**src/rtl/slurm16_defines.svh**
```systemverilog
// Word, address and bank widths for the slurm16 memory side, included by the package, RTL and testbench
`ifndef SLURM16_DEFINES_SVH
`define SLURM16_DEFINES_SVH

// Data word width of the CPU and of every memory word
`define SLURM16_BITS 16

// Word address width, the full 64K word space
`define SLURM16_ADDRESS_BITS 16

// Top address bits that pick one of the four banks
`define SLURM16_BANK_BITS 2

// Address bits inside one bank, giving 16K words per bank
`define SLURM16_BANK_ADDR_BITS 14

`endif

```
**src/rtl/slurm16_pkg.sv**
```systemverilog
// Sequencer state and memory request types, used by scoped name across the slurm16 memory side
`default_nettype none

`include "slurm16_defines.svh"

package slurm16_pkg;

	typedef enum logic [3:0] {
		cpust_halt            = 4'd0, // Halted, nothing is fetched until wake
		cpust_execute         = 4'd1, // Fetching and executing non-memory instructions
		cpust_wait_mem_ready1 = 4'd2, // First wait state after a fetch bank switch
		cpust_wait_mem_ready2 = 4'd3, // Waits for the grant on the new fetch bank
		cpust_execute_load    = 4'd4, // Executing a load
		cpust_wait_mem_load1  = 4'd5, // First wait state after a load bank switch
		cpust_wait_mem_load2  = 4'd6, // Waits for the grant on the new load bank
		cpust_execute_store   = 4'd7, // Executing a store
		cpust_wait_mem_store1 = 4'd8, // First wait state after a store bank switch
		cpust_wait_mem_store2 = 4'd9  // Waits for the grant on the new store bank
	} cpu_state_t;

	// One memory request as it travels from a master through the arbiter into the banks
	typedef struct packed {
		logic                             valid; // Request is present this cycle
		logic                             wr;    // High for a write, low for a read
		logic [`SLURM16_ADDRESS_BITS-1:0] addr;  // Word address, bank in the top bits
		logic [`SLURM16_BITS-1:0]         wdata; // Write data, ignored on reads
	} mem_req_t;

endpackage

`default_nettype wire

```
**src/rtl/slurm16_cpu_memory_interface.sv**
```systemverilog
// CPU side memory sequencer choosing fetch, load or store each cycle, with bank-switch waits and halt
`timescale 1ns/1ps
`default_nettype none

`include "slurm16_defines.svh"

module slurm16_cpu_memory_interface (
	input  wire                              CLK,
	input  wire                              RSTb,

	input  wire                              load_memory,        // Next access is a data load
	input  wire                              store_memory,       // Next access is a data store
	input  wire                              halt,               // Park the CPU
	input  wire                              wake,               // Leave the halt state

	input  wire [`SLURM16_ADDRESS_BITS-1:0]  pc,                 // Fetch address from the PC
	input  wire [`SLURM16_ADDRESS_BITS-1:0]  load_store_address, // Data address for loads and stores
	input  wire [`SLURM16_BITS-1:0]          store_memory_data,  // Data for the next store

	input  wire                              memory_ready,       // Grant level from the arbiter
	output slurm16_pkg::mem_req_t            memory_req,         // Request towards the arbiter

	output logic                             is_executing,       // Instruction may complete now
	output logic                             is_fetching,        // Steady fetch in one bank
	output logic                             memory_is_instruction, // Arriving data is an opcode
	output logic [`SLURM16_ADDRESS_BITS-1:0] memory_address_prev_plus_one // Return address
);

	localparam int ADDR_MSB = `SLURM16_ADDRESS_BITS - 1;

	slurm16_pkg::cpu_state_t state_q;
	slurm16_pkg::cpu_state_t state_d;

	logic [`SLURM16_ADDRESS_BITS-1:0] addr_q;          // Address on the bus
	logic [`SLURM16_ADDRESS_BITS-1:0] addr_d;          // Address chosen for the next cycle
	logic [`SLURM16_BITS-1:0]         wdata_q;         // Store data captured while executing
	logic [`SLURM16_ADDRESS_BITS-1:0] prev_plus_one_q; // Last cycle's address plus one
	logic                             instr_q;         // Tag of the last granted read

	logic executing;   // One of the three execute states
	logic fetch_state; // States whose reads are instruction fetches
	logic valid;
	logic wr;
	logic bank_switch; // Next address leaves the current bank

	function automatic logic has_bank_switch(
		input logic [`SLURM16_ADDRESS_BITS-1:0] a,
		input logic [`SLURM16_ADDRESS_BITS-1:0] b
	);
		has_bank_switch = a[ADDR_MSB -: `SLURM16_BANK_BITS] != b[ADDR_MSB -: `SLURM16_BANK_BITS];
	endfunction

	always_ff @(posedge CLK) begin
		if (!RSTb) begin
			state_q <= slurm16_pkg::cpust_wait_mem_ready1; // Start by opening the bank at 0
			addr_q  <= '0;
			instr_q <= 1'b0;
		end else begin
			state_q <= state_d;
			addr_q  <= addr_d;
			if (valid && !wr && memory_ready)
				instr_q <= fetch_state; // Data lands next cycle, tag it now
		end
	end

	always_ff @(posedge CLK) begin
		if (executing)
			wdata_q <= store_memory_data; // Store writes what was presented one cycle before
		prev_plus_one_q <= addr_q + 1'b1; // Return address for calls
	end

	assign executing = (state_q == slurm16_pkg::cpust_execute) ||
		(state_q == slurm16_pkg::cpust_execute_load) ||
		(state_q == slurm16_pkg::cpust_execute_store);

	assign fetch_state = (state_q == slurm16_pkg::cpust_execute) ||
		(state_q == slurm16_pkg::cpust_wait_mem_ready2);

	// Only an executing instruction may move the address
	always_comb begin
		addr_d = addr_q;
		if (executing) begin
			if (load_memory || store_memory)
				addr_d = load_store_address;
			else
				addr_d = pc;
		end
	end

	assign bank_switch = has_bank_switch(addr_q, addr_d);

	always_comb begin
		state_d = state_q;
		case (state_q)
			slurm16_pkg::cpust_halt: begin
				if (wake)
					state_d = slurm16_pkg::cpust_wait_mem_ready1;
			end
			slurm16_pkg::cpust_execute: begin
				if (halt)
					state_d = slurm16_pkg::cpust_halt;
				else if (load_memory)
					state_d = bank_switch ? slurm16_pkg::cpust_wait_mem_load1 :
						slurm16_pkg::cpust_execute_load;
				else if (store_memory)
					state_d = bank_switch ? slurm16_pkg::cpust_wait_mem_store1 :
						slurm16_pkg::cpust_execute_store;
				else if (bank_switch)
					state_d = slurm16_pkg::cpust_wait_mem_ready1; // Fetch jumps to another bank
			end
			slurm16_pkg::cpust_wait_mem_ready1:
				state_d = slurm16_pkg::cpust_wait_mem_ready2;
			slurm16_pkg::cpust_wait_mem_ready2: begin
				if (memory_ready)
					state_d = slurm16_pkg::cpust_execute;
			end
			slurm16_pkg::cpust_execute_load: begin
				if (!load_memory)
					state_d = bank_switch ? slurm16_pkg::cpust_wait_mem_ready1 :
						slurm16_pkg::cpust_execute;
				else if (bank_switch)
					state_d = slurm16_pkg::cpust_wait_mem_load1; // Back to back load elsewhere
			end
			slurm16_pkg::cpust_wait_mem_load1:
				state_d = slurm16_pkg::cpust_wait_mem_load2;
			slurm16_pkg::cpust_wait_mem_load2: begin
				if (memory_ready)
					state_d = slurm16_pkg::cpust_execute_load;
			end
			slurm16_pkg::cpust_execute_store: begin
				if (!store_memory)
					state_d = bank_switch ? slurm16_pkg::cpust_wait_mem_ready1 :
						slurm16_pkg::cpust_execute;
				else if (bank_switch)
					state_d = slurm16_pkg::cpust_wait_mem_store1;
			end
			slurm16_pkg::cpust_wait_mem_store1:
				state_d = slurm16_pkg::cpust_wait_mem_store2;
			slurm16_pkg::cpust_wait_mem_store2: begin
				if (memory_ready)
					state_d = slurm16_pkg::cpust_execute_store;
			end
			default:
				state_d = slurm16_pkg::cpust_halt; // Unused codes park the CPU
		endcase
	end

	// The first wait state of each pair keeps the bus idle while the bank changes
	always_comb begin
		valid = 1'b0;
		wr    = 1'b0;
		case (state_q)
			slurm16_pkg::cpust_execute,
			slurm16_pkg::cpust_wait_mem_ready2,
			slurm16_pkg::cpust_execute_load,
			slurm16_pkg::cpust_wait_mem_load2:
				valid = 1'b1;
			slurm16_pkg::cpust_execute_store,
			slurm16_pkg::cpust_wait_mem_store2: begin
				valid = 1'b1;
				wr    = 1'b1;
			end
			default: begin
				valid = 1'b0;
				wr    = 1'b0;
			end
		endcase
	end

	always_comb begin
		memory_req.valid = valid;
		memory_req.wr    = wr;
		memory_req.addr  = addr_q;
		memory_req.wdata = wdata_q;
	end

	assign is_executing = executing;
	assign is_fetching  = (state_q == slurm16_pkg::cpust_execute) &&
		(state_d == slurm16_pkg::cpust_execute);
	assign memory_is_instruction        = instr_q;
	assign memory_address_prev_plus_one = prev_plus_one_q;

endmodule

`default_nettype wire

```
**config.mk**
```make
export PLATFORM = sky130hd
export DESIGN_NAME = slurm16_cpu_memory_interface
export DESIGN_NICKNAME = d
export VERILOG_FILES = /design/src/rtl/slurm16_pkg.sv /design/src/rtl/slurm16_cpu_memory_interface.sv
export VERILOG_INCLUDE_DIRS = /design/src /design/src/rtl
export SDC_FILE = /design/constraint.sdc
export NUM_CORES = 1
export LEC_CHECK = 0
export BUFFER_PORTS_ARGS = -buffer_cell sky130_fd_sc_hd__buf_2
export CAP_MARGIN = 10
export CORE_UTILIZATION = 50
export CTS_BUF_LIST = sky130_fd_sc_hd__clkbuf_8 sky130_fd_sc_hd__clkbuf_16
export DETAILED_ROUTE_END_ITERATION = 8
export HOLD_SLACK_MARGIN = 0.03
export PLACE_DENSITY = 0.84
export SYNTH_ARGS = -nofsm -noshare
export SYNTH_HDL_FRONTEND = slang
export SYNTH_SLANG_ARGS = --single-unit
```
**constraint.sdc**
```tcl
create_clock -name CLK -period 5.89 [get_ports CLK]
set_input_delay 1.4725 -clock CLK [delete_from_list [all_inputs] [get_ports CLK]]
set_output_delay 1.4725 -clock CLK [all_outputs]
set_load 0.02 [all_outputs]
```
## Word-level counts from Yosys, hierarchy flattened

Cells that the tools add are included.

| cells by class | value |
|---|---|
| add/subtract/negate cells | 1 |
| reductions and logical operators | 11 |
| equality and inequality tests | 11 |
| muxes and demuxes | 20 |

Operator list:

| kind | count |
|---|---|
| $mux 4 | 13 |
| $pmux 4 s10 | 1 |
| $mux 16 | 2 |
| $add 16x1->16 const B | 1 |
| $eq 4x3->1 const B | 4 |
| $eq 4x1->1 const B | 2 |
| $eq 4x2->1 const B | 2 |
| $eq 4x4->1 const B | 2 |
| $reduce_or 6->1 | 1 |
| $logic_not 4->1 | 1 |
| $logic_or 1x1->1 | 4 |
| $logic_and 1x1->1 | 3 |
| $mux 1 | 3 |
| $mux 2 | 1 |
| $ne 2x2->1 | 1 |
| $reduce_or 2->1 | 1 |
| $logic_not 1->1 | 1 |

| storage, ports and cells | value |
|---|---|
| logic and storage cells | 49 |
| register bits | 53 |
| input bits | 55 |
| output and inout port bits | 53 |

## Depth between registers and ports, before layout

| logic depth | value |
|---|---|
| depth in word-level cells | 12 |
| depth in mapped cells | 7 |
| gate-level depth less buffers | 7 |

## Worst setup path after synthesis

OpenSTA, ideal clock, no wires.

| timing path | value |
|---|---|
| path kind | input-to-output |
| from | input port store_memory |
| to | output port is_fetching |
| data arrival time | 3.096 ns |
| setup slack | 1.321 ns |
| cell stages on the path | 6 |
| buffers on the path | 0 |
| cells stage by stage | o21a_1 > or3_4 > a22oi_4 > o41ai_1 > a221o_1 > nor4_2 |

| between the ends | value |
|---|---|
| cells in the longest elaborated chain, start to end | 11 |

Ends and longest elaborated chain:

| what | line | source |
|---|---|---|
| from (decl) | slurm16_cpu_memory_interface.sv:12 | `input wire store_memory,` |
| $logic_or 1x1->1 | slurm16_cpu_memory_interface.sv:83 | `if (load_memory \|\| store_memory)` |
| $mux 16 | slurm16_cpu_memory_interface.sv:83 |  |
| $mux 16 | slurm16_cpu_memory_interface.sv:82 | `if (executing) begin` |
| $ne 2x2->1 | slurm16_cpu_memory_interface.sv:50 | `` has_bank_switch = a[ADDR_MSB -: `SLURM16_BANK_BITS] != b[ADDR_MSB -: `SLURM16_BANK_BITS]; `` |
| $mux 4 (on tied branches) | slurm16_cpu_memory_interface.sv:108, slurm16_cpu_memory_interface.sv:106 |  |
| $mux 4 | slurm16_cpu_memory_interface.sv:105 | `else if (store_memory)` |
| $mux 4 | slurm16_cpu_memory_interface.sv:102 | `else if (load_memory)` |
| $mux 4 | slurm16_cpu_memory_interface.sv:100 | `if (halt)` |
| $pmux 4 s10 * | slurm16_cpu_memory_interface.sv:94 | `case (state_q)` |
| $eq 4x1->1 * | slurm16_cpu_memory_interface.sv:179 | `(state_d == slurm16_pkg::cpust_execute);` |
| $logic_and 1x1->1 * | slurm16_cpu_memory_interface.sv:178 | `assign is_fetching = (state_q == slurm16_pkg::cpust_execute) &&` |
| to (decl) | slurm16_cpu_memory_interface.sv:24 | `output logic is_fetching,` |

Mark *: on every way between the ends. The rest lies on a longest branch, timed or not.

## Final worst setup path

| timing path | value |
|---|---|
| from | input port load_memory |
| to | output port is_fetching |

| between the ends | value |
|---|---|
| cells in the longest elaborated chain, start to end | 11 |

Ends and longest elaborated chain:

| what | line | source |
|---|---|---|
| from (decl) | slurm16_cpu_memory_interface.sv:11 | `input wire load_memory,` |
| $logic_or 1x1->1 | slurm16_cpu_memory_interface.sv:83 |  |
| $mux 16 | slurm16_cpu_memory_interface.sv:83 |  |
| $mux 16 | slurm16_cpu_memory_interface.sv:82 |  |
| $ne 2x2->1 | slurm16_cpu_memory_interface.sv:50 |  |
| $mux 4 (on tied branches) | slurm16_cpu_memory_interface.sv:108, slurm16_cpu_memory_interface.sv:106 |  |
| $mux 4 | slurm16_cpu_memory_interface.sv:105 |  |
| $mux 4 | slurm16_cpu_memory_interface.sv:102 |  |
| $mux 4 | slurm16_cpu_memory_interface.sv:100 |  |
| $pmux 4 s10 * | slurm16_cpu_memory_interface.sv:94 |  |
| $eq 4x1->1 * | slurm16_cpu_memory_interface.sv:179 |  |
| $logic_and 1x1->1 * | slurm16_cpu_memory_interface.sv:178 |  |

Marked as above.

==> metrics <==
RSZ-0062 raised after global routing=false; status=finished with violations; clock latency on the worst-skew pair=around 290 ps; clock sinks=53; I/O pins=108; area share of and/or/nand/nor cells after synthesis=0.1948; Critical Path Start Type=input port; fin. max-slew vios=0; gr usage total=0.2203; die extent in x=71.41 um; Final Cycle Share=0.8362; multiplexer share of the synthesized area=0.008831; main combinational cell family by area after synthesis=simple AND/OR/NAND/NOR gates; vias in the first global route=1910; Cell Area, Synth=2409 um^2; Post-Synth Adder-Cell Area=0.005195; core area=roughly 4500 um^2; fraction of layout cells with a size suffix above 1=0.3497; crit path from=load_memory; Via density=between 5 and 6; most used cell, CP=buf_2; CTS tree=built; clk slew on worst S/H paths=90 ps; Worst path slowest cell=or3_4; critical path arrival=~3500 ps; EDFF count, synth=16; Rel. slew slack=0.4058; initial antenna violation count=0; diode count=0; most common cell after layout, fill and taps aside=buf_2; Final Hold Fails=0; xor and xnor area share after synthesis=0.06182; Final min period=4925 ps; Post-synth top flop=dfxtp_1; H-tree Lvls=2; Fillers=369; Hold-fix buffers, CTS=0; multi-input logic area=1095 um^2; most frequent cells in the layout=buf_2 (107), dfxtp_1 (37), nand2_1 (25), nand3_1 (23), o21ai_0 (22); cts repair resizes=0; Worst Setup Path Type=in -> out; die area=5099 um^2; met3 Track Usage GR=0.04501; Die Span Y=71.41 um; final setup fails=0; register area=1221 um^2; drt pass-1 iters=9; Crit path largest cell delay=390 ps; post-synthesis sequential area ratio=0.5070; Num CTS Buffers=5; worst reg2reg startpoint=state_q[1]; post-synthesis compound-gate area fraction=0.1808; first-pass GRT wire length=8990 um; met1 global-route usage=0.2861; Lkg Pwr=1.520 nW; hold_sp=addr_q[0]; GPL Wtd Cong=0.9081; HPWL Detailed=between 4000 and 5000 um; total chip power=0.0007576 W; Power Density=248.1 nW/um^2; grt ovf=0; crit path cell chain=buf_2 -> nor3b_1 -> or3_4 -> a22oi_4 -> o41ai_1 -> a221o_1 -> nor4_2 -> buf_2; met2 Use GR=0.3810; CP max FO=24; pin count of the biggest net entering global routing=48; post-synth net total=between 300 and 400; TNS Setup=0 ps; Detailed Route WL=5565 um; worst-margin pin slew=888.0 ps; max cap viols=0; layer with the highest usage=met2; peak supply drop=106.8 uV; average size of a mapped cell=between 9 and 10 um^2; skew final=11.80 ps; Routed WL per cell=13.98 um; Nets=401; DRC Markers=13; register bit count reported by yosys=53; Req. time, crit path=4420 ps; Clk Tree Root Cell=clkbuf_8; Hold Path Class=reg -> reg; YS warnings=0; Area Overhead vs Synth=26.75%; failing checks=DRC; initial DRC count=188; Post-Synthesis Cells=about 250; Synth cell types=41; CP endpoint kind=output pin; Synth async-reset ratio=0; post-route ant nets=0; Setup Buffers After CTS=0; FMAX=203.0 MHz; row count=24; vias=2162; starting density of the core=0.5347; Clock Tree Buf Depth=2; # port buffers=~110
state kept, by name, summed over array words and instances (netlist names):
name / flops
addr_q: 16
state_q: 4
memory_address_prev_plus_one: 16
wdata_q: 16
memory_is_instruction: 1
worst max-delay path, delay by kind of cell:
family / cells / cell delay (ps)
buf+inv: 2 / 530
compound gates: 3 / 680
simple gates: 3 / 760
Yosys cell counts, types with 2 or more instances:
cell type	number	area (um^2)
o21ai_0	22	110.1
nor3b_1	4	30.03
nor2b_1	5	31.28
or3_1	3	18.77
o21a_1	2	15.01
inv_1	5	18.77
buf_4	2	15.01
nor2_1	17	63.81
or4_1	3	22.52
xnor2_1	12	105.1
a21oi_1	8	40.04
edfxtp_1	16	480.5
dfxtp_1	37	740.7
nand2_1	25	93.84
buf_2	2	10.01
nand3_1	23	115.1
o211a_1	16	160.2
a21o_1	4	30.03
nand4_1	2	12.51
xor2_1	5	43.79
and3_1	3	18.77
clkbuf_1	14	52.55
cell families (layout without fill, tap and decap cells):
group / after synthesis / count (layout)
AND/OR/NAND/NOR: 92 / 92
AO/OA/AOI/OAI: 60 / 60
flip-flops: 53 / 53
buffers and inverters: 24 / 121
XOR/XNOR: 17 / 17
multiplexers: 2 / 2
adder cells (fa/ha/maj): 1 / 1
report_power, final:
group / internal, W / total (W) / switching, W
logic: 0.0000477 / 0.000110 / 0.0000627
registers: 0.000393 / 0.000410 / 0.0000167
clock network: 0.000125 / 0.000237 / 0.000112
total: 0.000566 / 0.000758 / 0.000192
per-layer routing:
metal	share of wire	wire length (um)
met5	0	0
met4	0.0059	33
met3	0.080	446
met2	0.49	2738
met1	0.42	2346
metrics by stage:
step | hold slack (ps) | cell area, um^2 | util | std cells | worst slack [ps]
after global placement | 434.5 | 2943 | 0.6533 | 390 | 1068
after CTS | 455.3 | 3053 | 0.6778 | 398 | 967.6
after floorplan | 480.7 | 2409 | - | 249 | 1321
after global routing | 479.9 | 3053 | 0.6778 | 398 | 814.9
final | 444.6 | 3053 | 0.6778 | 398 | 964.9
after detailed placement | 436.5 | 2943 | 0.6533 | 390 | 968.3
path summary, 6_finish.rpt:
check / endpoint / slack, ps / cells after the start
setup / recovery: is_fetching / 960 / 8
hold / removal: memory_address_prev_plus_one[0] / 440 / 1
setup reg to reg: addr_q[1] / 3840 / 6
hold reg to reg: memory_address_prev_plus_one[0] / 440 / 1
layout make-up:
cell class	instances	area share
Clock inverter	3	0.01352
Timing Repair Buffer	108	0.1779
Sequential cell	53	0.4000
Multi-Input combinational cell	172	0.3586
Tap cell	52	0.02131
Inverter	5	0.006148
Clock buffer	5	0.02254
Power figures use the tool's default switching activity.
